[config.mk]
export PLATFORM = sky130hd
export DESIGN_NAME = fetch_lookup
export DESIGN_NICKNAME = d
export VERILOG_FILES = /design/src/source/icache_pkg.sv /design/src/source/fetch_lookup.sv
export SDC_FILE = /design/constraint.sdc
export NUM_CORES = 1
export LEC_CHECK = 0
export BUFFER_PORTS_ARGS = -buffer_cell sky130_fd_sc_hd__buf_2
export CORE_MARGIN = 2
export CORE_UTILIZATION = 44
export DETAILED_ROUTE_END_ITERATION = 12
export GPL_ROUTABILITY_DRIVEN = 0
export PLACE_DENSITY_LB_ADDON = 0.12
export SKIP_CTS_REPAIR_TIMING = 1
export SLEW_MARGIN = 20
export SYNTH_ARGS = -nofsm -noshare
export SYNTH_HDL_FRONTEND = slang
export SYNTH_SLANG_ARGS = --single-unit
[constraint.sdc]
create_clock -name clk -period 4.1 [get_ports clk]
set_clock_uncertainty 0.2 [all_clocks]
set_input_delay 0.41 -clock clk [delete_from_list [all_inputs] [get_ports clk]]
set_output_delay 0.41 -clock clk [all_outputs]
set_load 0.02 [all_outputs]
[src/source/icache_pkg.sv]
`default_nettype none

package icache_pkg;

	// fetch address and instruction word
	localparam int ADDR_W = 32;
	localparam int WORD_W = 32;

	// line geometry, four words per line
	localparam int WORDS_PER_LINE = 4;
	localparam int LINE_W = WORD_W * WORDS_PER_LINE;

	// address split: tag | index | byte offset
	localparam int OFFSET_W = 4;
	localparam int INDEX_W = 6;
	localparam int TAG_W = ADDR_W - INDEX_W - OFFSET_W;

endpackage

`default_nettype wire

[src/source/fetch_lookup.sv]
`timescale 1ns/1ps
`default_nettype none

module fetch_lookup import icache_pkg::*; #(
	parameter int NUM_WAYS = 4
) (
	input  wire logic                clk,
	input  wire logic                rst,
	input  wire logic                req_valid,
	input  wire logic [ADDR_W-1:0]   req_addr,
	input  wire logic                flush,
	input  wire logic [NUM_WAYS-1:0] hit,
	input  wire logic                refill_done,
	input  wire logic                resp_pending,
	output logic                     req_ready,
	output logic [INDEX_W-1:0]       lk_index,
	output logic [TAG_W-1:0]         lk_tag,
	output logic                     lk_read,
	output logic [NUM_WAYS-1:0]      fill_en,
	output logic                     refill_start,
	output logic [ADDR_W-1:0]        refill_base,
	output logic [NUM_WAYS-1:0]      sel_way,
	output logic [1:0]               word_off,
	output logic                     load
);

	typedef enum logic {S_IDLE, S_WAIT} state_t;

	state_t                     state;
	logic                       flushed;
	logic                       accept;
	logic                       miss;
	logic [ADDR_W-OFFSET_W-1:0] line_q;
	logic [NUM_WAYS-1:0]        rot_ptr;
	logic [NUM_WAYS-1:0]        victim_q;

	// a refill response still sitting in the load stage blocks new requests
	assign req_ready = (state == S_IDLE) && !flush && !resp_pending &&
		!(load && sel_way == '0);
	assign accept = req_valid && req_ready;
	assign miss = accept && (hit == '0);

	// ways see the live address when idle, the held one while refilling
	assign lk_index = (state == S_IDLE) ? req_addr[OFFSET_W +: INDEX_W] : line_q[INDEX_W-1:0];
	assign lk_tag = (state == S_IDLE) ? req_addr[ADDR_W-1 -: TAG_W] : line_q[INDEX_W +: TAG_W];
	assign lk_read = accept;

	assign refill_base = {line_q, {OFFSET_W{1'b0}}};
	assign fill_en = (state == S_WAIT && refill_done) ? victim_q : '0;

	always_ff @(posedge clk) begin
		if (rst) begin
			state <= S_IDLE;
			flushed <= 1'b0;
			refill_start <= 1'b0;
			rot_ptr <= NUM_WAYS'(1);
			sel_way <= '0;
		end else begin
			refill_start <= miss;
			if (accept) begin
				rot_ptr <= {rot_ptr[NUM_WAYS-2:0], rot_ptr[NUM_WAYS-1]};
				// zero on a miss, which later selects the refill line
				sel_way <= hit;
			end
			if (miss) begin
				state <= S_WAIT;
				flushed <= 1'b0;
			end else if (state == S_WAIT) begin
				if (refill_done)
					state <= S_IDLE;
				if (flush)
					flushed <= 1'b1;
			end
		end
	end

	// request payload and victim, captured at acceptance
	always_ff @(posedge clk) begin
		if (accept) begin
			line_q <= req_addr[ADDR_W-1:OFFSET_W];
			word_off <= req_addr[3:2];
			victim_q <= rot_ptr;
		end
	end

	// load stays up until inst_select can take it
	always_ff @(posedge clk) begin
		if (rst)
			load <= 1'b0;
		else if (flush)
			load <= 1'b0;
		else if (accept && hit != '0)
			load <= 1'b1;
		else if (state == S_WAIT && refill_done && !flushed)
			load <= 1'b1;
		else if (!resp_pending)
			load <= 1'b0;
	end

endmodule

`default_nettype wire

==> results of run 1 <==
## registers in the layout, summed over array words and instances, names as in the netlist
register / flops
flushed: 1
line_q: 28
load: 1
refill_start: 1
rot_ptr: 4
sel_way: 4
state: 1
victim_q: 4
word_off: 2
## worst paths after layout
| kind | start | to |
|---|---|---|
| min reg2reg | rot_ptr[2] | victim_q[2] |
| min | req_addr[2] | word_off[0] |
| max | state | lk_read |
| max reg2reg | state | line_q[7] |
## synth_stat cells (all sizes together)
| cell type | count |
|---|---|
| nor4b | 1 |
| mux2i | 4 |
| a31o | 5 |
| nand2 | 5 |
| or3 | 1 |
| buf | 8 |
| edfxtp | 34 |
| nor2 | 4 |
| nor3b | 4 |
| a211oi | 1 |
| dfxtp | 12 |
| conb | 1 |
| nor4 | 2 |
| a21o | 1 |
| a2111oi | 1 |
| inv | 1 |
| clkbuf | 2 |
| mux2 | 28 |
| nand3b | 1 |
| or4 | 1 |
| a21boi | 2 |
| nand2b | 1 |
| a21oi | 2 |
| and3 | 4 |
## per-stage QoR
step	utilization (%)	std cells	area, µm²
after floorplan	-	129	2000
after detailed placement	58.8	282	2560
final	60.7	290	2650
after CTS	60.7	290	2650
after global routing	60.7	290	2650
after global placement	58.8	282	2560
## area by class of cell
type,instances,area (µm²)
fill,386,1710
sequential,46,1260
multi-input combinational,72,669
timing repair buffer,111,561
clock buffer,5,68.8
tap,52,65.1
clock inverter,3,16.3
inverter,1,3.75
## cell families after synthesis
kind of cell	Yosys count	synth area share, %
AO/OA/AOI/OAI	12	5.80
multiplexers	32	17.9
AND/OR/NAND/NOR	24	8.88
buffers and inverters	11	3.72
flip-flops	46	63.5
other	1	0.189
## per-layer routing
metal,GRT usage [%],up-vias
met3,4.99,6
met4,6.71,0
met1,20.0,651
met5,0,-
met2,26.2,59
li1,-,695
## power groups by stage
| stage | combinational, W | clock, W | sequential (W) |
|---|---|---|---|
| floorplan | 0.0000630 | 0 | 0.000542 |
| finish | 0.000124 | 0.000264 | 0.000519 |
| global route | 0.000133 | 0.000290 | 0.000521 |
| global placement | 0.000124 | 0 | 0.000530 |
| CTS | 0.000125 | 0.000276 | 0.000520 |
| detailed placement | 0.000125 | 0 | 0.000530 |
==> results.md, run 1 <==
- Relative slew slack: 47.0%
- Register area share after synthesis: 63.5%
- Pre-CTS setup slack: 1.47 ns
- Worst-Margin Slew: 0.793 ns
- Die width: 71.2 µm
- CORE AREA: 4350 µm²
- HPWL after detailed placement: 3.15 mm
- Internal power: 0.000680 W
- Required time of the critical path: 3.49 ns
- Max-cap viol count: 0
- Critical-path top delay cell: a21boi_4
- Remaining DRCs: 0
- Unrepaired setup endpoints after global routing: false
- Final WS setup: 1.46 ns
- Netlist cell types: 29
- Area contributors post-synth: edfxtp_1 (51%), mux2_2 (16%), dfxtp_1 (12%)
- Fin crit period: 2.64 ns
- DRT iter0 DRCs: 55
- Setup CP Type: flop to primary output
- Crit-path max FO: 24
- DR WL/cell: 14.3 µm
- Top Layer Used: met4
- Synth Register Bits: 46
- Leakage: 1.14 nW
- Routed wire length: 4.13 mm
- Max Freq: 378 MHz
- Metal-1 WL: 1.71 mm
- Drt first pass iters: 4
- Tot GR Track Use: 16.1%
- CTS tree: yes
- Crit. End Element: primary output
- YS warnings: 0
- Final Hold Vio Count: 0
- R2R depth: 3
- Mapped Avg Cell Area: 15.8 µm²
- Worst EP arrival: 2.03 ns
- Switching Power: 0.000228 W
- Netlist Area Pre-Place: 1990 µm²
- Switch share: 25.1%
- Port Buffers: 109
- Critical path cell sequence: nor4b_4 > a21boi_4 > buf_2
- First-pass GRT wire length: 6.34 mm
- VDD IR max: 228 µV
- Post-synth top area share: 51.4%
- Clock share of power: 29.1%
- Status: complete, no violations
- CTS sink cnt: 46
- Root Driver: clkbuf_8
- Vias per std cell: 4.87
- Largest net degree at the start of global routing: 37
- Initial antenna violation count: 0
- WP depth: 3
- Critical Path Max Stage Delay: 0.72 ns
- Met2 routed WL: 2.05 mm
- Worst reg2reg setup slack: 1.72 ns
- DR vias: 1411
- Flop pwr share: 57.2%
- Comb pwr share: 13.6%
- Chip height: 71.2 µm
- I/O pin count: 116
- Setup Total Neg Slack: 0 ns
- Die area: 5070 µm²
- Total congestion overflow: 0
- ANT cells: 0
- Layout area overhead: 33.2%
- Fin Hold WS: 0.0900 ns
- Most common cell after layout, fill and taps aside: buf_2
- Power density cells: 343 nW/µm²
- CTS Buf Count: 5
- Site Rows: 24
- Crit path launch type: flop
- Period utilisation layout: 64.5%
- Hold path cells: 1
- CTS Buffer Depth: 2
- Register clock-pin slew on the reported worst setup and hold paths: 0.08 ns
- Tot Pwr: 0.000907 W
- Nets: 279
- Initial Util: 45.6%
- Most frequent cells in the layout: buf_2 (109), edfxtp_1 (34), mux2_2 (28), dfxtp_1 (12)
- # setup viols final: 0
- WL met3: 321 µm
- Max Slew Vio Count: 0
- Tightest Hold Check Type: input pin to flop
- # H-tree levels: 2
- Leading area contributor after synthesis: edfxtp_1
- Worst-Skew Late Latency: 0.29 ns
- Synthesized instance count: 126
- Vias in the first global route: 1320
- Share of cells above drive strength 1: 64.3%
- Buf+Inv Stages, Crit Path: 1
- Critical path's top delay family: compound AO/OA/AOI/OAI gates
- Post-DRT Antenna Nets: 0
Power figures use the tool's default switching activity.
==> run 2: changes to the inputs <==
CORE_UTILIZATION = 39   (was 44)
clock period = 2.3 ns   (was 4.1 ns; I/O delays follow)
==> run 2 against run 1 <==
  * The flow now finishes with violations (negative hold slack)
  * First-iteration DRC count rose by 73%
  * Largest power group unchanged
  * Register-to-register slack got worse by 1.3 ns
  * Cell area rose by 13%
  * Largest cell class unchanged
  * Highest routed layer unchanged
==> results.md, run 2 (same netlist as run 1, synthesis figures left out) <==
- Status: finished, violations left
- Violations in the final reports: negative hold slack
- Share of cells above drive strength 1: 57.0%
- Layout area overhead: 50.7%
- Most frequent cells in the layout: buf_2 (109), edfxtp_1 (34), dlygate4sd3_1 (31), mux2_2 (28), dfxtp_1 (12)
- Max-cap viol count: 0
- CORE AREA: 4820 µm²
- Chip height: 75.4 µm
- Pre-CTS setup slack: 0.362 ns
- Required time of the critical path: 1.87 ns
- Setup Total Neg Slack: 0 ns
- Register clock-pin slew on the reported worst setup and hold paths: 0.08 ns
- CTS sink cnt: 46
- Largest net degree at the start of global routing: 37
- Die area: 5680 µm²
- Crit path launch type: flop
- I/O pin count: 116
- DR vias: 1570
- Root Driver: clkbuf_8
- Vias in the first global route: 1227
- Leakage: 1.28 nW
- R2R depth: 3
- # H-tree levels: 2
- Tightest Hold Check Type: input pin to flop
- Tot GR Track Use: 13.7%
- Crit Reg-Reg Startpoint: state
- Worst-Skew Late Latency: 0.29 ns
- Register name with the most flops: line_q
- Remaining DRCs: 0
- Worst EP arrival: 1.70 ns
- Unrepaired setup endpoints after global routing: false
- Critical path startpoint: state
- Crit. End Element: primary output
- Final WS setup: 0.168 ns
- Setup CP Type: flop to primary output
- Final Hold Vio Count: 1
- Routed wire length: 4.58 mm
- Largest register FFs: 28
- DRT iter0 DRCs: 95
- Critical path cell sequence: nor4b_4 > a21boi_4 > buf_6 > buf_2
- Power density cells: 562 nW/µm²
- Vias per std cell: 4.66
- Site Rows: 25
- Port Buffers: 109
- First-pass GRT wire length: 5.76 mm
- CTS Buf Count: 5
- # setup viols final: 0
- Initial antenna violation count: 0
- Hold path startpoint: hit[0]
- Hold Path Sink: sel_way[0]
- ANT cells: 0
- FF-to-FF End: line_q[11]
- Drt first pass iters: 4
- CTS Buffer Depth: 2
- Fin crit period: 2.13 ns
- Critical Path Max Stage Delay: 0.38 ns
- Total congestion overflow: 0
- Max Freq: 469 MHz
- Critical-path top delay cell: nor4b_4
- Post-DRT Antenna Nets: 0
- DR WL/cell: 13.6 µm
- Initial Util: 41.2%
- Max Slew Vio Count: 0
- VDD IR max: 349 µV
- Fin Hold WS: -0.00640 ns
- Most common cell after layout, fill and taps aside: buf_2
- Die width: 75.4 µm
- HPWL after detailed placement: 3.14 mm
- Nets: 311
- CTS tree: yes
- Period utilisation layout: 92.7%
- Hold path cells: 2
- Crit-path max FO: 20
- Worst reg2reg setup slack: 0.47 ns
## run 2: cell count changes in the layout (fill, tap and decap cells not counted)
cell and delta:
buf_6 +1, clkbuf_1 +1, clkbuf_8 +1, clkinv_1 -1, clkinvlp_4 -1, dlygate4sd3_1 +31
## run 2: worst max path at each step
stage          depth (start not counted)  slack (ns)        end
2_1_floorplan                          4        0.45  line_q[0]
3_3_place_gp                           5        0.37    lk_read
3_5_place_dp                           5        0.36    lk_read
4_1_cts                                4        0.06    lk_read
5_1_grt                                4        0.06    lk_read
6_report                               4        0.17    lk_read
## run 2: layout make-up
| class | instances | area [µm²] |
|---|---|---|
| well taps | 67 | 83.8 |
| repair buffers | 143 | 882 |
| multi-input cells | 72 | 669 |
| clock inverters | 1 | 5.00 |
| fillers | 416 | 1830 |
| clock buffers | 7 | 86.3 |
| flip-flops and latches | 46 | 1260 |
| inverters | 1 | 3.75 |
## run 2: worst max-delay path, delay by kind of cell (launching register included)
kind | cells | cell delay, ns
flip-flops | 1 | 0.34
AND/OR/NAND/NOR | 1 | 0.38
AO/OA/AOI/OAI | 1 | 0.25
buffers and inverters | 2 | 0.43
## run 2: routing by layer
layer | global-route usage (%) | part of all wire (%) | wire length (µm)
met5 | 0 | 0 | 0
met4 | 5.85 | 1.9 | 87
met3 | 4.89 | 7.0 | 322
met2 | 23.3 | 50 | 2300
met1 | 15.5 | 41 | 1870
## run 2: where the power goes
group	switching, W	internal [W]
registers	0.0000117	0.000915
clock network	0.000249	0.000242
logic	0.000140	0.000124
total	0.000401	0.00128
## run 2: metrics by stage
| stage | cells | utilization, % | cell area [µm²] | total power [W] |
|---|---|---|---|---|
| finish | 337 | 62.1 | 2990 | 0.00168 |
| global route | 337 | 62.1 | 2990 | 0.00176 |
| CTS | 306 | 55.6 | 2680 | 0.00166 |
| detailed placement | 298 | 53.7 | 2590 | 0.00117 |
| global placement | 298 | 53.7 | 2590 | 0.00117 |
| floorplan | 129 | - | 2000 | 0.00108 |
