### src/source/icache_pkg.sv
`default_nettype none

package icache_pkg;

	// fetch address and instruction word
	localparam int ADDR_W = 32;
	localparam int WORD_W = 32;

	// line geometry, four words per line
	localparam int WORDS_PER_LINE = 4;
	localparam int LINE_W = WORD_W * WORDS_PER_LINE;

	// address split: tag | index | byte offset
	localparam int OFFSET_W = 4;
	localparam int INDEX_W = 6;
	localparam int TAG_W = ADDR_W - INDEX_W - OFFSET_W;

endpackage

`default_nettype wire

### src/source/refill_apb_master.sv
`timescale 1ns/1ps
`default_nettype none

module refill_apb_master import icache_pkg::*; (
	input  wire logic              clk,
	input  wire logic              rst,
	input  wire logic              refill_start,
	input  wire logic [ADDR_W-1:0] refill_base,
	input  wire logic [WORD_W-1:0] prdata,
	input  wire logic              pready,
	output logic                   psel,
	output logic                   penable,
	output logic [ADDR_W-1:0]      paddr,
	output logic                   refill_done,
	output logic [LINE_W-1:0]      refill_line
);

	localparam int CNT_W = $clog2(WORDS_PER_LINE);

	typedef enum logic [1:0] {R_IDLE, R_SETUP, R_ACCESS} state_t;

	state_t                     state;
	logic [CNT_W-1:0]           cnt;
	logic [ADDR_W-OFFSET_W-1:0] line_q;
	logic                       last;

	assign psel = (state != R_IDLE);
	assign penable = (state == R_ACCESS);
	// word address within the line, byte lanes always zero
	assign paddr = {line_q, cnt, 2'b00};
	assign last = (cnt == CNT_W'(WORDS_PER_LINE - 1));

	always_ff @(posedge clk) begin
		if (rst) begin
			state <= R_IDLE;
			cnt <= '0;
			refill_done <= 1'b0;
		end else begin
			refill_done <= 1'b0;
			case (state)
				R_IDLE: begin
					if (refill_start) begin
						cnt <= '0;
						state <= R_SETUP;
					end
				end
				R_SETUP: begin
					state <= R_ACCESS;
				end
				R_ACCESS: begin
					// wait states keep us here
					if (pready) begin
						cnt <= cnt + 1'b1;
						if (last) begin
							state <= R_IDLE;
							refill_done <= 1'b1;
						end else begin
							state <= R_SETUP;
						end
					end
				end
				default: state <= R_IDLE;
			endcase
		end
	end

	always_ff @(posedge clk) begin
		if (state == R_IDLE && refill_start)
			line_q <= refill_base[ADDR_W-1:OFFSET_W];
		// each returned word lands at its slot in the line
		if (state == R_ACCESS && pready)
			refill_line[cnt*WORD_W +: WORD_W] <= prdata;
	end

endmodule

`default_nettype wire

### config.mk
export PLATFORM = sky130hd
export DESIGN_NAME = refill_apb_master
export DESIGN_NICKNAME = d
export VERILOG_FILES = /design/src/source/icache_pkg.sv /design/src/source/refill_apb_master.sv
export SDC_FILE = /design/constraint.sdc
export NUM_CORES = 1
export LEC_CHECK = 0
export BUFFER_PORTS_ARGS = -buffer_cell sky130_fd_sc_hd__clkbuf_2
export CELL_PAD_IN_SITES_DETAIL_PLACEMENT = 0
export CELL_PAD_IN_SITES_GLOBAL_PLACEMENT = 1
export CORE_MARGIN = 5
export CORE_UTILIZATION = 35
export DETAILED_ROUTE_END_ITERATION = 7
export PLACE_DENSITY_LB_ADDON = 0.1
export SLEW_MARGIN = 5
export SYNTH_ARGS = -nofsm -noshare
export SYNTH_HDL_FRONTEND = slang
export SYNTH_SLANG_ARGS = --single-unit
### constraint.sdc
create_clock -name clk -period 7.5 [get_ports clk]
set_input_delay 1.125 -clock clk [delete_from_list [all_inputs] [get_ports clk]]
set_output_delay 1.125 -clock clk [all_outputs]
set_load 0.02 [all_outputs]
==> results of run 1 <==
[power breakdown]
part | internal, W | switching, W
logic | 0.0000347 | 0.0000594
registers | 0.00100 | 0.00000565
clock network | 0.000556 | 0.000339
total | 0.00159 | 0.000404
[kinds of logic (layout without fill, tap and decap cells)]
kind of cell | Yosys count | after routing | share of synthesized area
other | 1 | 2 | 0.000630
DFF | 161 | 161 | 0.803
adders and majority gates | 6 | 6 | 0.0126
buffers and inverters | 17 | 264 | 0.0124
AOI/OAI and AO/OA | 6 | 6 | 0.00651
and+or+nand+nor | 153 | 153 | 0.164
[cell type report]
cell class / instances / share of cell area
clock buffer: 18 / 0.0538
clock inverter: 14 / 0.0235
inverter: 4 / 0.00188
multi-input combinational: 167 / 0.143
sequential: 161 / 0.599
tap: 220 / 0.0345
timing repair buffer: 228 / 0.144
[state kept, by name (all words and copies together) (netlist names)]
register,cells
refill_line,128
line_q,28
cnt,2
state,2
refill_done,1
[Yosys cell counts (2+ instances only)]
master    number
buf_4          2
nor2_1         3
and2_1       128
clkbuf_1       9
and3_1         4
a21oi_1        2
edfxtp_1     156
dfxtp_1        5
buf_2          2
a31oi_1        2
inv_1          3
nor4b_2        2
ha_1           6
nand2_1        4
nor3b_2        2
[worst max-delay path: stages, from the launching register on]
cell     delay [ns]
dfxtp_1        0.64
inv_2          0.17
ha_1           0.51
nor4b_4        0.75
buf_4          0.36
and2_1         0.16
[through the flow]
| step | power [W] | hold slack [ns] |
|---|---|---|
| final | 0.00199 | 0.546 |
| after global routing | 0.00207 | 0.596 |
| after CTS | 0.00202 | 0.550 |
| after detailed placement | 0.00112 | 0.544 |
| after global placement | 0.00112 | 0.528 |
| after floorplan | 0.00107 | 0.492 |
[how the worst max path moves through the flow]
stage,from,endpoint,cells past startpoint
6_report,cnt[0],refill_line[68],5
5_1_grt,cnt[0],refill_line[69],5
4_1_cts,cnt[0],refill_line[68],5
3_5_place_dp,pready,refill_line[19],3
3_3_place_gp,pready,refill_line[22],3
2_1_floorplan,refill_start,line_q[0],2
[layer usage]
layer,wire (µm),part of all wire,up-vias
li1,-,-,1690
met1,5600,0.38,1726
met2,7760,0.53,131
met3,1080,0.073,20
met4,340,0.023,0
met5,0,0,-
==> flow_summary.ini, run 1 <==
[status]
status = finished, final reports clean

[sta]
grt_setup_unrepaired = false
hold_violations = 0
finalClockSkew_ns = 0.00629
slew-limit-headroom = 0.369
timing.fmax_mhz = 367
slew_viol_final = 0
post-route-min-period_ns = 2.72
worst_pin_slew_ns = 0.947
setup_viol = 0
fin_setup_tns_ns = 0
fin_crit_sh = 0.363
fin_ws_ns = 4.78

[floorplan]
rows = 47
die_area_um2 = 19700
start_util = 0.358
die_h_um = 140
core_um2 = 16600
io_pins = 231
die-width_um = 140

[global_routing]
use_met1 = 0.174
grt_pass1_vias = 3714
use_met3 = 0.0498
grt_first_pass_wirelength_um = 22400
grt.busiest_layer = met2
grt_overflow = 0
use_met2 = 0.262
grt_usage = 0.153
grt_max_degree = 33
antenna_found_initial = 0

[synth]
synthCells = 344
ys_seq_elements = 161
async_flop_share = 0
synth_edf_count = 156
syn_area_um2 = 5960
ys_seq_area_frac = 0.803
synth_area_leaders = edfxtp_1 79%, and2_1 13%, dfxtp_1 1.7%
avgSynthCellArea_um2 = 17.3
synth_warnings = 0
yosys.area.top_type = edfxtp_1
ys_types = 29
yosysTopAreaCellShare = 0.787
synth_top_flop_cell = edfxtp_1

[clock_network]
ctsLongestPathBuffers = 2
cts_tree = yes
cts.repair.resized = 0
clk_pin_slew_ns = 0.06
cts.htree.levels = 4
cts_hold_buf = 0
cts_root_buffer = clkbuf_16
post-cts-setup-buffer-count = 0
cts-buffers-inserted = 17
clock_latency_ns = 0.41
cts_sinks = 161

[final_layout]
final_cell_area_um2 = 7980
num_antenna_cells = 0
n_fill_cell = 1519
drive_gt1_frac = 0.453
stdcell_count = 812
final-seq-area_um2 = 4780
synthToLayoutAreaGrowth_pct = 34.1
final_cell_mix = 224 x clkbuf_2, 156 x edfxtp_1, 128 x and2_1
nNetsFinal = 653
utilization = 0.480
multiInputGateArea_um2 = 1140
final_common_cell = clkbuf_2

[flow_run]
drv_cap = 0

[detailed_routing]
drt_first_pass_iters = 4
route.detailed.drc = 0
wl_per_cell_um = 18.2
drt_iter0_markers = 174
wl_um = 14800
ant_nets = 0
vias_per_cell = 4.39
num_vias = 3567

[placed_design]
place.port_buffers = 224
place_ws_ns = 4.58
dpl.cell_count = 780
dp_hpwl_um = 10200
placed_area_um2 = 7360
place.gp.congestion = 0.743

[setup_path]
r2r_start = cnt[0]
crit_type = flop to flop
cp-start-kind = flop
arrival_ns = 3.00
r2r_slack_ns = 4.78
ff2ff_path_depth = 5
crit_path_end_kind = flop
cp_max_fo = 17
r2r_end = refill_line[68]
worstPathRequired_ns = 7.78

[power_and_ir_drop]
pwr_density_cell_nw_per_um2 = 250
ir_drop_v = 0.000140
leakage_nw = 3.37

[hold_path]
hold_path_end = state[0]
hp-start = state[0]
hold_depth = 1
hold_path.class = flop to flop
Note: power is estimated with default switching activity, not from simulation.
==> run 2: changes to the inputs <==
--- a/config.mk
+++ b/config.mk
@@ -5,6 +5,7 @@
 export SDC_FILE = /design/constraint.sdc
 export NUM_CORES = 1
 export LEC_CHECK = 0
+export ABC_AREA = 1
 export BUFFER_PORTS_ARGS = -buffer_cell sky130_fd_sc_hd__clkbuf_2
 export CELL_PAD_IN_SITES_DETAIL_PLACEMENT = 0
 export CELL_PAD_IN_SITES_GLOBAL_PLACEMENT = 1
==> constraint.sdc (replaced) <==
create_clock -name clk -period 2.31 [get_ports clk]
set_input_delay 0.3465 -clock clk [delete_from_list [all_inputs] [get_ports clk]]
set_output_delay 0.3465 -clock clk [all_outputs]
set_load 0.02 [all_outputs]
==> flow_summary.ini, run 2 <==
[detailed_routing]
vias_per_cell = 4.45
drt_iter0_markers = 151
drt_first_pass_iters = 4
wl_um = 16300
route.detailed.drc = 0
ant_nets = 0
num_vias = 4022
wl_per_cell_um = 18.0

[global_routing]
grt_max_degree = 33
grt_usage = 0.162
antenna_found_initial = 0
grt_overflow = 0
grt_pass1_vias = 4175
grt_first_pass_wirelength_um = 24300

[synth]
yosysTopAreaCellShare = 0.766
syn_area_um2 = 6110
synth_top_flop_cell = edfxtp_1
avgSynthCellArea_um2 = 14.3
synthTopCellsByCount = 156 x edfxtp_1, 106 x nor2_1, 42 x inv_1
ys_types = 21
ys_seq_elements = 161
synth.most_common_cell = edfxtp_1
synth_area_leaders = edfxtp_1 77%, nor2_1 6.5%, nor3_2 3.3%
async_flop_share = 0
synth_warnings = 0
yosys.area.top_type = edfxtp_1
synthCells = 426
ys_seq_area_frac = 0.783
synth_edf_count = 156

[setup_path]
crit_buf_inv = 3
cp_max_fo = 14
r2r_slack_ns = 0.45
worstPathCellList = inv_1 -> ha_1 -> inv_2 -> nand2_1 -> buf_4 -> nor2_1
r2r_end = refill_line[118]
worst-path-stages = 6
path_delay_family = buffers and inverters
arrival_ns = 2.03
slowest_stage = dfxtp_1
cpPeakStageDelay_ns = 0.41
critical_path.endpoint = refill_line[118]
crit_path_end_kind = flop
ff2ff_path_depth = 6
worstPathRequired_ns = 2.48
crit_path_start = cnt[1]
cp-start-kind = flop
crit_type = flop to flop
r2r_start = cnt[1]

[hold_path]
hold_path.class = input port to flop

[power_and_ir_drop]
pwr_density_cell_nw_per_um2 = 800
leakage_nw = 3.46
ir_drop_v = 0.000533

[floorplan]
die_h_um = 142
core_um2 = 17200
die_area_um2 = 20200
io_pins = 231
start_util = 0.355
rows = 48
die-width_um = 142

[final_layout]
drive_gt1_frac = 0.454
nNetsFinal = 740
synthToLayoutAreaGrowth_pct = 33.0
largest_register_ffs = 128
stdcell_count = 904
final_cell_area_um2 = 8130
final_cell_mix = 224 x clkbuf_2, 156 x edfxtp_1, 102 x nor2_1
reg_top3 = refill_line (128), line_q (28)
num_antenna_cells = 0
n_fill_cell = 1602
regMostFlops = refill_line
final_common_cell = clkbuf_2

[clock_network]
ctsLongestPathBuffers = 2
cts_hold_buf = 0
cts.htree.levels = 4
clk_pin_slew_ns = 0.06
cts_sinks = 161
cts_tree = yes
cts-buffers-inserted = 17
clock_latency_ns = 0.42
cts_root_buffer = clkbuf_16
cts.repair.resized = 0
post-cts-setup-buffer-count = 0

[status]
status = finished, final reports clean

[sta]
slew_viol_final = 0
setup_viol = 0
fin_crit_sh = 0.806
finalClockSkew_ns = 0.00606
post-route-min-period_ns = 1.86
timing.fmax_mhz = 537
fin_setup_tns_ns = 0
hold_violations = 0
grt_setup_unrepaired = false
fin_ws_ns = 0.447

[placed_design]
dpl.cell_count = 872
place_ws_ns = 0.430
place.port_buffers = 224
place.gp.congestion = 0.743
placed_area_um2 = 7570
dp_hpwl_um = 11700

[flow_run]
drv_cap = 0
## run 2: cell types whose count changed after synthesis, sizes merged, moves of 3 or more
| cell | delta |
|---|---|
| and2 | -128 |
| nor2 | +108 |
| inv | +41 |
| nand2 | +39 |
| nor3 | +31 |
| buf | +16 |
| clkbuf | -9 |
| and3 | -4 |
| nor3b | -3 |
## run 2: worst register-to-register path, stage by stage (launching register included)
cell and delay, ns:
dfxtp_1 0.41, inv_1 0.12, ha_1 0.30, inv_2 0.07, nand2_1 0.33, buf_4 0.31
nor2_1 0.07
## run 2: metal layers
layer,vias to the layer above,track usage,routed length [µm]
met5,-,0,0
met3,18,0.0571,1270
met1,1925,0.194,6770
met4,0,0.0455,166
li1,1921,-,-
met2,158,0.276,8080
## run 2: how the worst min path moves through the flow
stage | start | end | slack, ns | depth (start not counted)
floorplan | refill_base[4] | line_q[0] | 0.45 | 0
global placement | refill_base[21] | line_q[17] | 0.53 | 1
detailed placement | refill_base[18] | line_q[14] | 0.53 | 1
CTS | refill_base[18] | line_q[14] | 0.08 | 1
global route | refill_base[6] | line_q[2] | 0.07 | 1
finish | refill_base[18] | line_q[14] | 0.10 | 1
## run 2: layout make-up
| class | instances | area, µm² | share of cell area |
|---|---|---|---|
| Sequential cell | 161 | 4790 | 0.589 |
| Clock buffer | 17 | 425 | 0.0523 |
| Tap cell | 225 | 282 | 0.0346 |
| Clock inverter | 15 | 134 | 0.0165 |
| Timing Repair Buffer | 240 | 1300 | 0.160 |
| Multi-Input combinational cell | 201 | 1030 | 0.127 |
| Inverter | 45 | 169 | 0.0208 |
## run 2: stage by stage
step / hold slack [ns] / total power [W] / utilization
5_1_grt: 0.0735 / 0.00678 / 0.472
4_1_cts: 0.0765 / 0.00659 / 0.472
2_1_floorplan: 0.445 / 0.00371 / -
6_report: 0.102 / 0.00650 / 0.472
3_5_place_dp: 0.525 / 0.00394 / 0.439
3_3_place_gp: 0.526 / 0.00393 / 0.439
## run 2: power breakdown
group	internal (W)	leakage [nW]	switching, W
clock	0.00149	0.260	0.00116
sequential	0.00326	1.61	0.0000188
combinational	0.000189	1.59	0.000387
## run 2: logic make-up (layout without fill, tap and decap cells)
logic type	after synthesis	count (layout)	synth area share
AOI/OAI and AO/OA	3	3	0.00287
and+or+nand+nor	190	190	0.147
other	1	2	0.000614
adders and majority gates	6	6	0.0123
buffers and inverters	65	317	0.0549
DFF	161	161	0.783
==> run 3: changes to the inputs <==
==> constraint.sdc (replaced) <==
create_clock -name clk -period 1.65 [get_ports clk]
set_input_delay 0.2475 -clock clk [delete_from_list [all_inputs] [get_ports clk]]
set_output_delay 0.2475 -clock clk [all_outputs]
set_load 0.02 [all_outputs]
==> flow_summary.ini, run 3 (same netlist as run 2, synthesis figures left out) <==
[placed_design]
place.port_buffers = 224
place.gp.congestion = 0.793
placed_area_um2 = 7700
dp_hpwl_um = 11700

[sta]
slew_viol_final = 0
timing.fmax_mhz = 646
hold_violations = 0
fin_setup_tns_ns = 0
grt_setup_unrepaired = false
finalClockSkew_ns = 0.00904
setup_viol = 0
post-route-min-period_ns = 1.55
fin_crit_sh = 0.938

[clock_network]
clk_pin_slew_ns = 0.06
ctsLongestPathBuffers = 2
cts-buffers-inserted = 17
cts.htree.levels = 4
post-cts-setup-buffer-count = 0
clock_latency_ns = 0.42
cts_sinks = 161
cts_root_buffer = clkbuf_16
cts_tree = yes

[setup_path]
cpPeakStageDelay_ns = 0.37
slowest_stage = dfxtp_2
worstPathCellList = buf_4 -> clkbuf_2
ff2ff_path_depth = 7
r2r_end = refill_line[57]
r2r_start = cnt[0]
cp-start-kind = flop
crit_path_end_kind = output port
cp_max_fo = 17
worstPathRequired_ns = 1.40
crit_type = flop to output port
arrival_ns = 1.30
r2r_slack_ns = 0.13

[floorplan]
start_util = 0.355
rows = 48
die_h_um = 142
die-width_um = 142
die_area_um2 = 20200
core_um2 = 17200
io_pins = 231

[detailed_routing]
wl_per_cell_um = 17.6
drt_first_pass_iters = 4
vias_per_cell = 4.37
ant_nets = 0
drt_iter0_markers = 248
route.detailed.drc = 0
num_vias = 4099
wl_um = 16500

[final_layout]
final_cell_mix = 224 x clkbuf_2, 156 x edfxtp_1, 101 x nor2_1
nNetsFinal = 774
reg_top3 = refill_line (128), line_q (28)
synthToLayoutAreaGrowth_pct = 40.2
num_antenna_cells = 0
largest_register_ffs = 128
final-seq-area_um2 = 4790
drive_gt1_frac = 0.446
regMostFlops = refill_line
utilization = 0.497
final_cell_area_um2 = 8570
final_common_cell = clkbuf_2
n_fill_cell = 1585
multiInputGateArea_um2 = 1040

[global_routing]
grt_max_degree = 29
grt_first_pass_wirelength_um = 25400
grt_usage = 0.168
antenna_found_initial = 0
grt_pass1_vias = 4376
grt_overflow = 0

[power_and_ir_drop]
switching_power_w = 0.00222
p_clk_frac = 0.415
internal_power_w = 0.00714
leakage_nw = 3.65
pwr_density_cell_nw_per_um2 = 1090
ir_drop_v = 0.000717
seqPwrFrac = 0.491
swShare = 0.237
pwr-share-comb = 0.094

[flow_run]
drv_cap = 0

[hold_path]
hp-start = refill_start
hold_path.class = input port to flop
hold_depth = 3
hold_path_end = state[0]

[status]
status = finished, final reports clean
run 3: how the worst max path moves through the flow:
stage              from                to  slack, ns  cells after the start
2_1_floorplan  state[1]    refill_line[0]       0.02                      2
3_3_place_gp     cnt[0]  refill_line[121]       0.12                      5
3_5_place_dp     cnt[0]   refill_line[38]       0.08                      5
4_1_cts          cnt[0]  refill_line[102]       0.05                      5
5_1_grt          cnt[0]          paddr[2]       0.03                      2
6_report         cnt[0]          paddr[2]       0.10                      2
run 3: metal layers:
layer  up-vias  GRT usage  routed length [µm]  part of all wire
met5         -          0                   0                 0
met1      1970      0.206                6620              0.40
met2       134      0.286                8350              0.51
met3        14     0.0568                1330             0.080
met4         0     0.0455                 170             0.010
li1       1981          -                   -                 -
run 3: final cells by class:
class | instances | area share
multi-input cells | 201 | 0.122
well taps | 225 | 0.0329
repair buffers | 274 | 0.199
clock buffers | 17 | 0.0496
inverters | 45 | 0.0197
clock inverters | 15 | 0.0184
flip-flops and latches | 161 | 0.559
run 3: stage by stage:
stage	worst slack, ns	hold slack (ns)	total power, W	std cells
floorplan	0.0169	0.346	0.00520	427
global placement	0.121	0.425	0.00552	878
detailed placement	0.0847	0.426	0.00553	878
CTS	0.0524	0.0812	0.00947	938
global route	0.0327	0.119	0.00972	938
finish	0.102	0.101	0.00936	938
run 3: critical path, delay by kind of cell, from the launching register on:
kind | cells | cell delay, ns
flops | 1 | 0.37
buf+inv | 2 | 0.51
run 3: what timing repair did:
action / 4_1_cts / 5_1_grt
hold buffers: 28 / 0
gates resized for setup: 0 / 1
hold endpoints to repair: 28 / 0
endpoints found under the setup margin: 0 / 6
run 3: power groups by stage:
stage	Clock [W]	Combinational, W	Sequential (W)
after floorplan	0	0.000420	0.00478
after global placement	0	0.000833	0.00468
after detailed placement	0	0.000845	0.00469
after CTS	0.00398	0.000899	0.00460
after global routing	0.00415	0.000964	0.00460
final	0.00388	0.000878	0.00460
