## config.mk

```make
export PLATFORM = sky130hd
export DESIGN_NAME = inst_select
export DESIGN_NICKNAME = d
export VERILOG_FILES = /design/src/source/icache_pkg.sv /design/src/source/inst_select.sv
export SDC_FILE = /design/constraint.sdc
export NUM_CORES = 1
export LEC_CHECK = 0
export ABC_AREA = 1
export BUFFER_PORTS_ARGS = -buffer_cell sky130_fd_sc_hd__clkbuf_2
export CAP_MARGIN = 25
export CORE_AREA = 2 2 268 270
export DETAILED_ROUTE_END_ITERATION = 6
export DIE_AREA = 0 0 270 272
export PLACE_DENSITY = 0.41
export SYNTH_ARGS = -nofsm -noshare
export SYNTH_HDL_FRONTEND = slang
export SYNTH_SLANG_ARGS = --single-unit
```

## constraint.sdc

```tcl
create_clock -name clk -period 3 [get_ports clk]
set_input_delay 0.15 -clock clk [delete_from_list [all_inputs] [get_ports clk]]
set_output_delay 0.15 -clock clk [all_outputs]
set_load 0.02 [all_outputs]
```

## src/source/icache_pkg.sv

```systemverilog
`default_nettype none

package icache_pkg;

	// fetch address and instruction word
	localparam int ADDR_W = 32;
	localparam int WORD_W = 32;

	// line geometry, four words per line
	localparam int WORDS_PER_LINE = 4;
	localparam int LINE_W = WORD_W * WORDS_PER_LINE;

	// address split: tag | index | byte offset
	localparam int OFFSET_W = 4;
	localparam int INDEX_W = 6;
	localparam int TAG_W = ADDR_W - INDEX_W - OFFSET_W;

endpackage

`default_nettype wire

```

## src/source/inst_select.sv

```systemverilog
`timescale 1ns/1ps
`default_nettype none

module inst_select import icache_pkg::*; #(
	parameter int NUM_WAYS = 4
) (
	input  wire logic                       clk,
	input  wire logic                       rst,
	input  wire logic                       load,
	input  wire logic [NUM_WAYS-1:0]        sel_way,
	input  wire logic [1:0]                 word_off,
	input  wire logic [NUM_WAYS*LINE_W-1:0] line_in,
	input  wire logic [LINE_W-1:0]          refill_line,
	input  wire logic                       resp_ready,
	input  wire logic                       flush,
	output logic                            resp_valid,
	output logic [WORD_W-1:0]               resp_inst,
	output logic                            resp_pending
);

	logic [LINE_W-1:0] line_pick;
	logic              capture;

	// response held and not taken this cycle
	assign resp_pending = resp_valid && !resp_ready;
	assign capture = load && !resp_pending && !flush;

	// one-hot way select, all-zero means the refill line
	always_comb begin
		line_pick = '0;
		for (int w = 0; w < NUM_WAYS; w++) begin
			if (sel_way[w])
				line_pick = line_pick | line_in[w*LINE_W +: LINE_W];
		end
		if (sel_way == '0)
			line_pick = refill_line;
	end

	always_ff @(posedge clk) begin
		if (rst)
			resp_valid <= 1'b0;
		else if (flush)
			resp_valid <= 1'b0;
		else if (capture)
			resp_valid <= 1'b1;
		else if (resp_ready)
			resp_valid <= 1'b0;
	end

	// word stays put under stall since capture is blocked
	always_ff @(posedge clk) begin
		if (capture)
			resp_inst <= line_pick[word_off*WORD_W +: WORD_W];
	end

endmodule

`default_nettype wire

```

==> results of run 1 <==
power by group:
| group | leakage (nW) | internal, mW | switching (mW) | total, mW |
|---|---|---|---|---|
| sequential | 0.308 | 0.545 | 0.00846 | 0.554 |
| combinational | 6.88 | 0.624 | 0.970 | 1.59 |
| clock | 0.0642 | 0.310 | 0.251 | 0.561 |
| total | 7.25 | 1.48 | 1.23 | 2.71 |
layout by cell type, fill, tap and decap left out:
cell / Yosys / final
nand2_1: 1184 / 1184
dlygate4sd3_1: 0 / 1
buf_4: 28 / 35
clkbuf_1: 2 / 2
nor3_1: 1 / 1
diode_2: 0 / 6
nand3_2: 30 / 30
edfxtp_1: 32 / 32
nor3b_4: 0 / 1
buf_12: 5 / 9
clkinvlp_4: 0 / 1
inv_4: 0 / 1
clkbuf_2: 0 / 679
dfxtp_1: 1 / 1
nor2_1: 130 / 130
buf_6: 16 / 1
nand3_1: 98 / 98
clkbuf_16: 0 / 5
inv_1: 2 / 2
nor2_4: 1 / 2
flip-flops by register name, indices dropped and copies added, names as in the netlist:
signal	cells
resp_inst	32
resp_valid	1
metrics by stage:
stage	std cells	setup slack (ns)	hold WS (ns)
after floorplan	1586	0.710	0.227
final	3171	1.30	0.0887
after detailed placement	3156	0.870	0.322
after CTS	3165	1.18	0.0721
after global routing	3170	1.11	0.0825
after global placement	3156	0.845	0.321
how the worst max path moves through the flow:
stage / startpoint / cells after the start / slack, ns / to
final: sel_way[1] / 9 / 1.30 / resp_inst[11]
after global routing: sel_way[1] / 9 / 1.11 / resp_inst[11]
after CTS: sel_way[1] / 9 / 1.18 / resp_inst[11]
after detailed placement: sel_way[1] / 9 / 0.87 / resp_inst[11]
after global placement: sel_way[1] / 9 / 0.84 / resp_inst[11]
after floorplan: resp_valid / 3 / 0.71 / resp_inst[0]
metal layers:
metal	vias to the layer above	share of wire, %
met5	-	0.17
met4	18	1.8
met3	53	6.3
met2	451	48
met1	5053	44
li1	6082	-
area by class of cell:
type | count | area (sq um) | share of cell area [%]
diodes | 6 | 15.0 | 0.125
clock buffers | 7 | 133 | 1.11
clock inverters | 1 | 7.51 | 0.0627
inverters | 3 | 13.8 | 0.115
multi-input cells | 1446 | 5770 | 48.2
flip-flops and latches | 33 | 981 | 8.19
well taps | 950 | 1190 | 9.93
repair buffers | 725 | 3860 | 32.3
cells by family after synthesis:
kind of cell,synth area share (%)
simple gates,76.5
buf+inv,10.5
flops,13.0
repair_timing:
| action | 4_1_cts | 5_1_grt |
|---|---|---|
| hold buffers | 1 | 0 |
| gates resized for setup | 0 | 0 |
| hold endpoints to repair | 1 | 0 |
==> results.tsv, run 1 <==
stage	metric	value	unit
status	status	completed	
layout	n_fill_cell	8539	
critical_path	crit_path_top_delay_cell	buf_4	
sta	period_needed	1.70	ns
sta	hold_viol_final	0	
die	floorplan.initialDensity	10.6	%
routing	vias	11700	
place	hpwlAfterDp	49200	um
sta	finalSetupViolCount	0	
logic_synthesis	synth_seq_cells	33	
layout	area_growth_syn_to_layout	59.1	%
clock_network	cts_root_buf	clkbuf_16	
die	io-pin-count	685	
job	cap_violations	0	
global_routing	top_usage_layer	met2	
sta	rsz0062_at_grt	false	
critical_path	cp_max_fo	32	
critical_path	crit_path_start_kind	input pin	
logic_synthesis	synth_edf_count	32	
global_routing	overflow	0	
logic_synthesis	synth.avg_cell_area	4.74	sq um
place	place.gp.congestion	0.934	
global_routing	grt_pass1_wl	81100	um
critical_path	cp-end-kind	flip-flop	
hold_path	hold_path_depth	2	
routing	drc_errors	0	
critical_path	cpPeakStageDelay	0.46	ns
sta	maxSlewViolCount	0	
critical_path	crit_path_frequent_cell	nand2_1	
routing	post_drt_via_cell_ratio	3.68	
die	core_region_area	70800	sq um
hold_path	hold_path_class	input pin to flip-flop	
power	power.density	226	nW/um^2
routing	wl_per_cell	18.3	um
logic_synthesis	synthCells	1586	
clock_network	cts_setup_buffers	0	
hold_path	hold_path_end	resp_valid	
critical_path	cp.required	3.16	ns
sta	clock.fmax	589	MHz
logic_synthesis	yosysWarnings	0	
logic_synthesis	ys_types	19	
global_routing	grt_use_met3	3.22	%
global_routing	grt_max_degree	83	
place	portBuffers	684	
layout	drive_gt1_share	34.5	%
global_routing	use_met1	19.1	%
power	power.total	2.71	mW
logic_synthesis	synth_area_leaders	nand2_1, edfxtp_1, nand3_1	
global_routing	use_met2	26.3	%
logic_synthesis	synthFlopType	edfxtp_1	
clock_network	clk_pin_slew	0.06	ns
critical_path	path_cells	buf_4, nor2_4, buf_4, nand3_2, nand2_1, nand2_1, nand2_1, nand2_1, nand2_1	
clock_network	clockBufferDepth	2	
logic_synthesis	synthTopCellsByCount	nand2_1, nor2_1, nand3_1, buf_2, edfxtp_1	
layout	fin_util	16.9	%
critical_path	arrival	1.86	ns
clock_network	clock-sinks	33	
die	die_y	272	um
clock_network	cts_made_buffers	5	
clock_network	cts_tree	yes	
global_routing	groute.usage.overall	15.2	%
logic_synthesis	yosysSeqAreaShare	13.0	%
clock_network	insertion_delay	0.30	ns
routing	drtIter0Drc	441	
die	die_w	270	um
critical_path	r2r_start	resp_valid	
clock_network	cts.htree.levels	2	
logic_synthesis	netlist_area	7520	sq um
routing	detail_route.first_pass.iterations	5	
die	dieArea	73400	sq um
power	p_leak	7.25	nW
logic_synthesis	syn_nets	2237	
global_routing	first_global_vias	11900	
logic_synthesis	synth_top_area_cell	nand2_1	
sta	final.period_utilization	56.6	%
critical_path	rrSetupSlack	1.50	ns
logic_synthesis	yosysTopAreaCellShare	59.1	%
sta	skew	0.00567	ns
power	peakVddDrop	0.188	mV
global_routing	antenna_found_initial	16	
place	place_area	11800	sq um
logic_synthesis	yosysMostFrequentCell	nand2_1	
critical_path	crit_family	simple AND/OR/NAND/NOR gates	
critical_path	worstReg2RegEnd	resp_inst[6]	
critical_path	critical_path_buf_inv_count	2	
hold_path	hold_start	flush	
layout	finalInstanceArea	12000	sq um
routing	routed_wirelength	57900	um
sta	fin_setup_tns	0	ns
sta	slew-limit-headroom	47.9	%
die	placementRows	98	
logic_synthesis	ys_async_sr_fraction	0	%
routing	antenna_left	0	
layout	finalNetCount	2865	
critical_path	worst-setup-path-type	input pin to flip-flop	
sta	worst_pin_slew	0.781	ns
critical_path	reg2regPathDepth	4	
Note: power is estimated with default switching activity, not from simulation.
==> run 2, diff against run 1 <==
- ABC_AREA: 1 -> 0
- CORE_AREA: 2 2 268 270 -> 2 2 266 268
- DIE_AREA: 0 0 270 272 -> 0 0 268 270
- PLACE_DENSITY: 0.41 -> 0.38
- clock period: 3 -> 1.53 ns (I/O delays scaled with it)
==> results.tsv, run 2 <==
stage	metric	value	unit	change
clock_network	cts_made_buffers	5		unchanged
sta	slew-limit-headroom	67.8	%	+20 points
layout	max_flop_register	resp_inst		
status	failed_checks	setup timing		
logic_synthesis	ys_types	13		-6
clock_network	cts_tree	yes		
power	p_leak	4.96	nW	-32%
job	cap_violations	0		unchanged
sta	skew	0.00832	ns	+0.00265 ns
logic_synthesis	synth_edf_count	32		unchanged
critical_path	critical_path_buf_inv_count	3		+1
critical_path	cp-end-kind	flip-flop		
clock_network	insertion_delay	0.32	ns	+0.02 ns
logic_synthesis	synthCells	674		-58%
layout	top_regs	resp_inst: 32 flops, resp_valid: 1 flops		
clock_network	clock-sinks	33		unchanged
global_routing	groute.usage.overall	11.1	%	-4.1 points
logic_synthesis	netlist_area	5300	sq um	-30%
die	dieArea	72400	sq um	-1.5%
logic_synthesis	yosysTopAreaCellShare	36.3	%	-23 points
logic_synthesis	synthTopCellsByCount	a22oi_1, nor2_1, a31oi_1, clkbuf_1		
logic_synthesis	synthFlopType	edfxtp_1		
routing	antenna_left	0		unchanged
sta	layout_setup_ws	-0.260	ns	-1.56 ns
power	power.density	464	nW/um^2	+110%
power	switchingPower	1.89	mW	+54%
power	seq_power_share	22.3	%	+1.9 points
power	combPwrFrac	53.6	%	-5.2 points
critical_path	cp.required	1.58	ns	-1.58 ns
clock_network	clk_pin_slew	0.07	ns	about the same
sta	maxSlewViolCount	0		unchanged
global_routing	overflow	0		unchanged
critical_path	crit_path_start_kind	input pin		
sta	hold_viol_final	0		unchanged
logic_synthesis	yosysMostFrequentCell	a22oi_1		
routing	wl_per_cell	18.8	um	+2.9%
status	status	complete, but fails checks		
power	cellInternalPower	3.06	mW	+110%
die	die_y	270	um	-0.74%
clock_network	cts.htree.levels	2		unchanged
global_routing	first_global_vias	9201		-23%
global_routing	grt_pass1_wl	58700	um	-28%
clock_network	cts_root_buf	clkbuf_16		
logic_synthesis	synth_top_area_cell	a22oi_1		
place	place.gp.congestion	0.894		-4.3%
layout	finalNetCount	1989		-31%
logic_synthesis	ys_async_sr_fraction	0	%	unchanged
routing	drtIter0Drc	548		+24%
logic_synthesis	synth_area_leaders	a22oi_1, edfxtp_1, a31oi_1		
layout	fin_util	15.3	%	-1.6 points
sta	final.period_utilization	117	%	
die	die_w	268	um	-0.74%
die	core_region_area	69500	sq um	-1.7%
layout	area_growth_syn_to_layout	101	%	
power	peakVddDrop	0.333	mV	+77%
routing	vias	8959		-23%
logic_synthesis	yosysWarnings	0		unchanged
sta	finalSetupViolCount	32		+32
layout	drive_gt1_share	61.1	%	+27 points
sta	clock.fmax	559	MHz	
logic_synthesis	synth.avg_cell_area	7.86	sq um	+66%
die	placementRows	97		-1.0%
die	io-pin-count	685		unchanged
critical_path	cp_max_fo	30		-6.3%
die	floorplan.initialDensity	7.62	%	-3.0 points
sta	fin_setup_tns	-6.62	ns	-6.62 ns
critical_path	path_cells	buf_6, or4_4, buf_12, buf_8, nor2_1, a31oi_2, mux4_2		
sta	rsz0062_at_grt	true		
layout	largest_reg_flops	32		unchanged
critical_path	arrival	1.84	ns	-0.02 ns
global_routing	grt_max_degree	74		-11%
critical_path	cpPeakStageDelay	0.59	ns	+0.13 ns
sta	worst_pin_slew	0.481	ns	-0.300 ns
global_routing	antenna_found_initial	8		-8
place	portBuffers	684		unchanged
critical_path	crit_family	simple AND/OR/NAND/NOR gates		
sta	period_needed	1.79	ns	
clock_network	clockBufferDepth	2		unchanged
hold_path	hold_path_class	input pin to flip-flop		
layout	final_common_cell	clkbuf_2		
power	swShare	38.1	%	-7.2 points
routing	drc_errors	0		unchanged
place	hpwlAfterDp	36000	um	-27%
routing	routed_wirelength	42900	um	-26%
logic_synthesis	yosysSeqAreaShare	18.5	%	+5.5 points
logic_synthesis	syn_nets	1325		-41%
routing	post_drt_via_cell_ratio	3.92		+6.7%
critical_path	worst-setup-path-type	input pin to flip-flop		
routing	detail_route.first_pass.iterations	5		unchanged
layout	mostFrequentLayoutCells	clkbuf_2, a22oi_1, a31oi_1		
logic_synthesis	synth_seq_cells	33		unchanged
power	clock_power_share	24.1	%	+3.4 points
critical_path	crit_path_top_delay_cell	or4_4		
run 2: changes by cell type after synthesis, sizes merged:
cell / delta
nor2: -3
nand3: -128
a31oi: +128
or4: +1
nor2b: +1
mux4: +32
buf: -87
a22oi: +256
nand2: -1184
clkbuf: +75
inv: -3
run 2: metal layers:
metal  share of wire [%]  vias up  track usage, %
li1                    -     4167               -
met1                  37     4164            12.1
met2                  51      573            20.2
met3                 7.5       53            2.03
met4                 4.4        2            5.67
met5               0.030        -               0
run 2: path summary, 6_finish.rpt:
kind / start / endpoint / slack, ns / cells past startpoint
max: sel_way[0] / resp_inst[23] / -0.26 / 7
min: flush / resp_inst[6] / 0.27 / 3
max reg2reg: resp_valid / resp_inst[22] / 0.17 / 3
min reg2reg: resp_valid / resp_inst[6] / 0.93 / 3
run 2: cell type report:
type,count,area (sq um)
fillers,8027,58900
repair buffers,749,4260
multi-input cells,549,4100
well taps,940,1180
flip-flops and latches,33,982
clock buffers,8,136
diodes,6,15.0
run 2: power by group through the flow:
| stage | Combinational [mW] | Sequential [mW] | Clock (mW) |
|---|---|---|---|
| finish | 2.65 | 1.10 | 1.19 |
| global route | 2.87 | 1.11 | 1.30 |
| CTS | 2.67 | 1.11 | 1.30 |
| global placement | 2.61 | 1.13 | 0 |
| detailed placement | 2.60 | 1.13 | 0 |
| floorplan | 1.03 | 1.20 | 0 |
run 2: worst min-delay path: cells and delay by family:
kind / cells / cell delay [ns]
buf+inv: 2 / 0.26
simple gates: 1 / 0.07
run 2: stage by stage:
| stage | std cells | area (sq um) | power (mW) | hold WS (ns) | setup WS [ns] |
|---|---|---|---|---|---|
| finish | 2285 | 10700 | 4.95 | 0.271 | -0.260 |
| global route | 2282 | 10700 | 5.28 | 0.256 | -0.278 |
| CTS | 2278 | 10600 | 5.08 | 0.246 | -0.231 |
| detailed placement | 2263 | 10200 | 3.73 | 0.242 | -0.641 |
| global placement | 2263 | 10200 | 3.74 | 0.234 | -0.620 |
| floorplan | 674 | 5410 | 2.23 | 0.146 | -0.311 |
run 2: kinds of logic after synthesis:
logic type	synth area share, %
simple gates	9.64
buf+inv	6.85
compound gates	51.4
mux	13.6
flops	18.5
run 2: what timing repair did:
| action | CTS | global route |
|---|---|---|
| endpoints found under the setup margin | 32 | 32 |
| hold endpoints to repair | 1 | 0 |
| gates resized for setup | 33 | 17 |
| setup buffers | 2 | 1 |
| hold buffers | 2 | 0 |
| pin swaps | 1 | 1 |
| cloned | 3 | 0 |
==> run 3, diff against run 2 <==
- BUFFER_PORTS_ARGS: -buffer_cell sky130_fd_sc_hd__clkbuf_2 -> default
- CORE_AREA: 2 2 266 268 -> 2 2 268 270
- DIE_AREA: 0 0 268 270 -> 0 0 270 272
- DONT_BUFFER_PORTS: default -> 1
- PLACE_DENSITY: 0.38 -> 0.3
==> results.tsv, run 3 (same netlist as run 2, synthesis figures left out) <==
stage	metric	value	unit	change
die	dieArea	73400	sq um	+1.5%
routing	drc_errors	0		unchanged
power	power.density	486	nW/um^2	+4.7%
global_routing	antenna_found_initial	7		-1
die	die_w	270	um	+0.75%
clock_network	clock-sinks	33		unchanged
sta	finalSetupViolCount	32		unchanged
critical_path	cp.required	1.59	ns	about the same
global_routing	top_usage_layer	met2		
layout	fin_util	11.0	%	-4.3 points
sta	hold_viol_final	1		+1
routing	antenna_left	0		unchanged
layout	final_common_cell	a22oi_1		
routing	vias	6720		-25%
critical_path	arrival	1.97	ns	+0.13 ns
power	peakVddDrop	0.341	mV	+2.4%
place	pre_cts_ws	-0.588	ns	+0.0531 ns
place	hpwlAfterDp	27500	um	-24%
clock_network	clk_pin_slew	0.07	ns	about the same
layout	top_regs	resp_inst: 32 flops, resp_valid: 1 flops		
place	portBuffers	0		-100%
layout	finalNetCount	1311		-34%
layout	mostFrequentLayoutCells	a22oi_1, a31oi_1, nor2_1		
global_routing	overflow	0		unchanged
layout	drive_gt1_share	29.5	%	-32 points
routing	detail_route.first_pass.iterations	5		unchanged
place	place_inst	1571		-31%
die	placementRows	98		+1.0%
die	die_y	272	um	+0.74%
status	status	complete, but fails checks		
critical_path	worst-setup-path-type	input pin to flip-flop		
hold_path	hold_path_class	input pin to flip-flop		
clock_network	cts_tree	yes		
global_routing	groute.usage.overall	9.78	%	-1.3 points
die	io-pin-count	685		unchanged
power	p_leak	2.27	nW	-54%
sta	rsz0062_at_grt	true		
place	place.gp.congestion	0.892		-0.25%
clock_network	cts.htree.levels	2		unchanged
layout	max_flop_register	resp_inst		
sta	layout_setup_ws	-0.373	ns	-0.113 ns
clock_network	cts_made_buffers	5		unchanged
critical_path	cp_max_fo	129		+330%
clock_network	cts_root_buf	clkbuf_16		
status	failed_checks	hold timing, setup timing		
clock_network	insertion_delay	0.32	ns	about the same
sta	holdWs	-0.00446	ns	-0.276 ns
routing	routed_wirelength	39500	um	-7.9%
job	cap_violations	0		unchanged
routing	drtIter0Drc	620		+13%
layout	largest_reg_flops	32		unchanged
die	floorplan.initialDensity	7.49	%	-0.13 points
sta	maxSlewViolCount	0		unchanged
clock_network	clockBufferDepth	2		unchanged
routing	wl_per_cell	24.5	um	+30%
sta	slew-limit-headroom	68.1	%	+0.38 points
global_routing	first_global_vias	6847		-26%
layout	finalInstanceArea	7810	sq um	-27%
sta	period_needed	1.90	ns	+0.113 ns
sta	skew	0.00555	ns	-0.00278 ns
global_routing	grt_use_met3	1.99	%	-0.041 points
place	place_area	6490	sq um	-36%
global_routing	use_met2	17.4	%	-2.9 points
global_routing	grt_max_degree	130		+76%
routing	post_drt_via_cell_ratio	4.16		+6.0%
layout	instances_no_fill	1617		-29%
critical_path	crit_path_start_kind	input pin		
critical_path	cp-end-kind	flip-flop		
die	core_region_area	70800	sq um	+1.7%
sta	worst_pin_slew	0.476	ns	-0.00566 ns
global_routing	use_met1	11.0	%	-1.1 points
sta	clock.fmax	525	MHz	-5.9%
sta	final.period_utilization	124	%	+7.4 points
layout	area_growth_syn_to_layout	47.4	%	
global_routing	grt_pass1_wl	50700	um	-14%
-- run 3: changes by cell type in the layout (fill, tap and decap cells not counted), sizes merged --
cell         previous run  this run
clkbuf                687        14
buf                    67        59
bufbuf                  1         3
dlygate4sd3             2         3
-- run 3: metrics by stage --
stage	setup TNS [ns]	power (mW)
global route	-7.90	4.08
floorplan	-18.88	2.23
CTS	-5.28	3.92
detailed placement	-16.26	2.41
global placement	-15.57	2.42
finish	-10.46	3.79
-- run 3: repair_timing --
item / 4_1_cts / 5_1_grt
hold buffers: 3 / 2
gates cloned: 9 / 6
setup endpoints to repair: 32 / 33
resized for setup: 106 / 58
setup buffers: 14 / 2
hold endpoints to repair: 17 / 1
pin swaps: 1 / 3
-- run 3: worst paths after layout --
| kind | from | end | slack [ns] | depth (start not counted) |
|---|---|---|---|---|
| setup / recovery | sel_way[3] | resp_inst[31] | -0.37 | 7 |
| hold reg to reg | resp_valid | resp_valid | 0.67 | 3 |
| hold / removal | resp_ready | resp_valid | -0.004 | 3 |
| setup reg to reg | resp_valid | resp_inst[21] | 0.17 | 3 |
-- run 3: final cells by class --
| class | instances | area (sq um) |
|---|---|---|
| fillers | 8168 | 62900 |
| multi-input cells | 549 | 4410 |
| well taps | 950 | 1190 |
| repair buffers | 71 | 1070 |
| flip-flops and latches | 33 | 982 |
| clock buffers | 8 | 136 |
| diodes | 6 | 15.0 |
-- run 3: worst max-delay path, stage by stage --
cell and delay (ns):
or4_4 0.67, buf_12 0.18, clkbuf_16 0.17, buf_6 0.13, nor2_2 0.07, a31oi_1 0.06, mux4_2 0.49
-- run 3: power by group --
group	total, mW	switching, mW	internal, mW	leakage (nW)
logic	1.39	0.618	0.768	1.90
clock network	1.20	0.587	0.613	0.0652
registers	1.21	0.116	1.09	0.305
total	3.79	1.32	2.47	2.27
-- run 3: routing by layer --
metal / vias to the layer above / wire length (um) / share of wire, %
met5: - / 0 / 0
met4: 0 / 1680 / 4.2
met3: 72 / 2820 / 7.1
met2: 545 / 19800 / 50
met1: 3281 / 15300 / 39
li1: 2822 / - / -
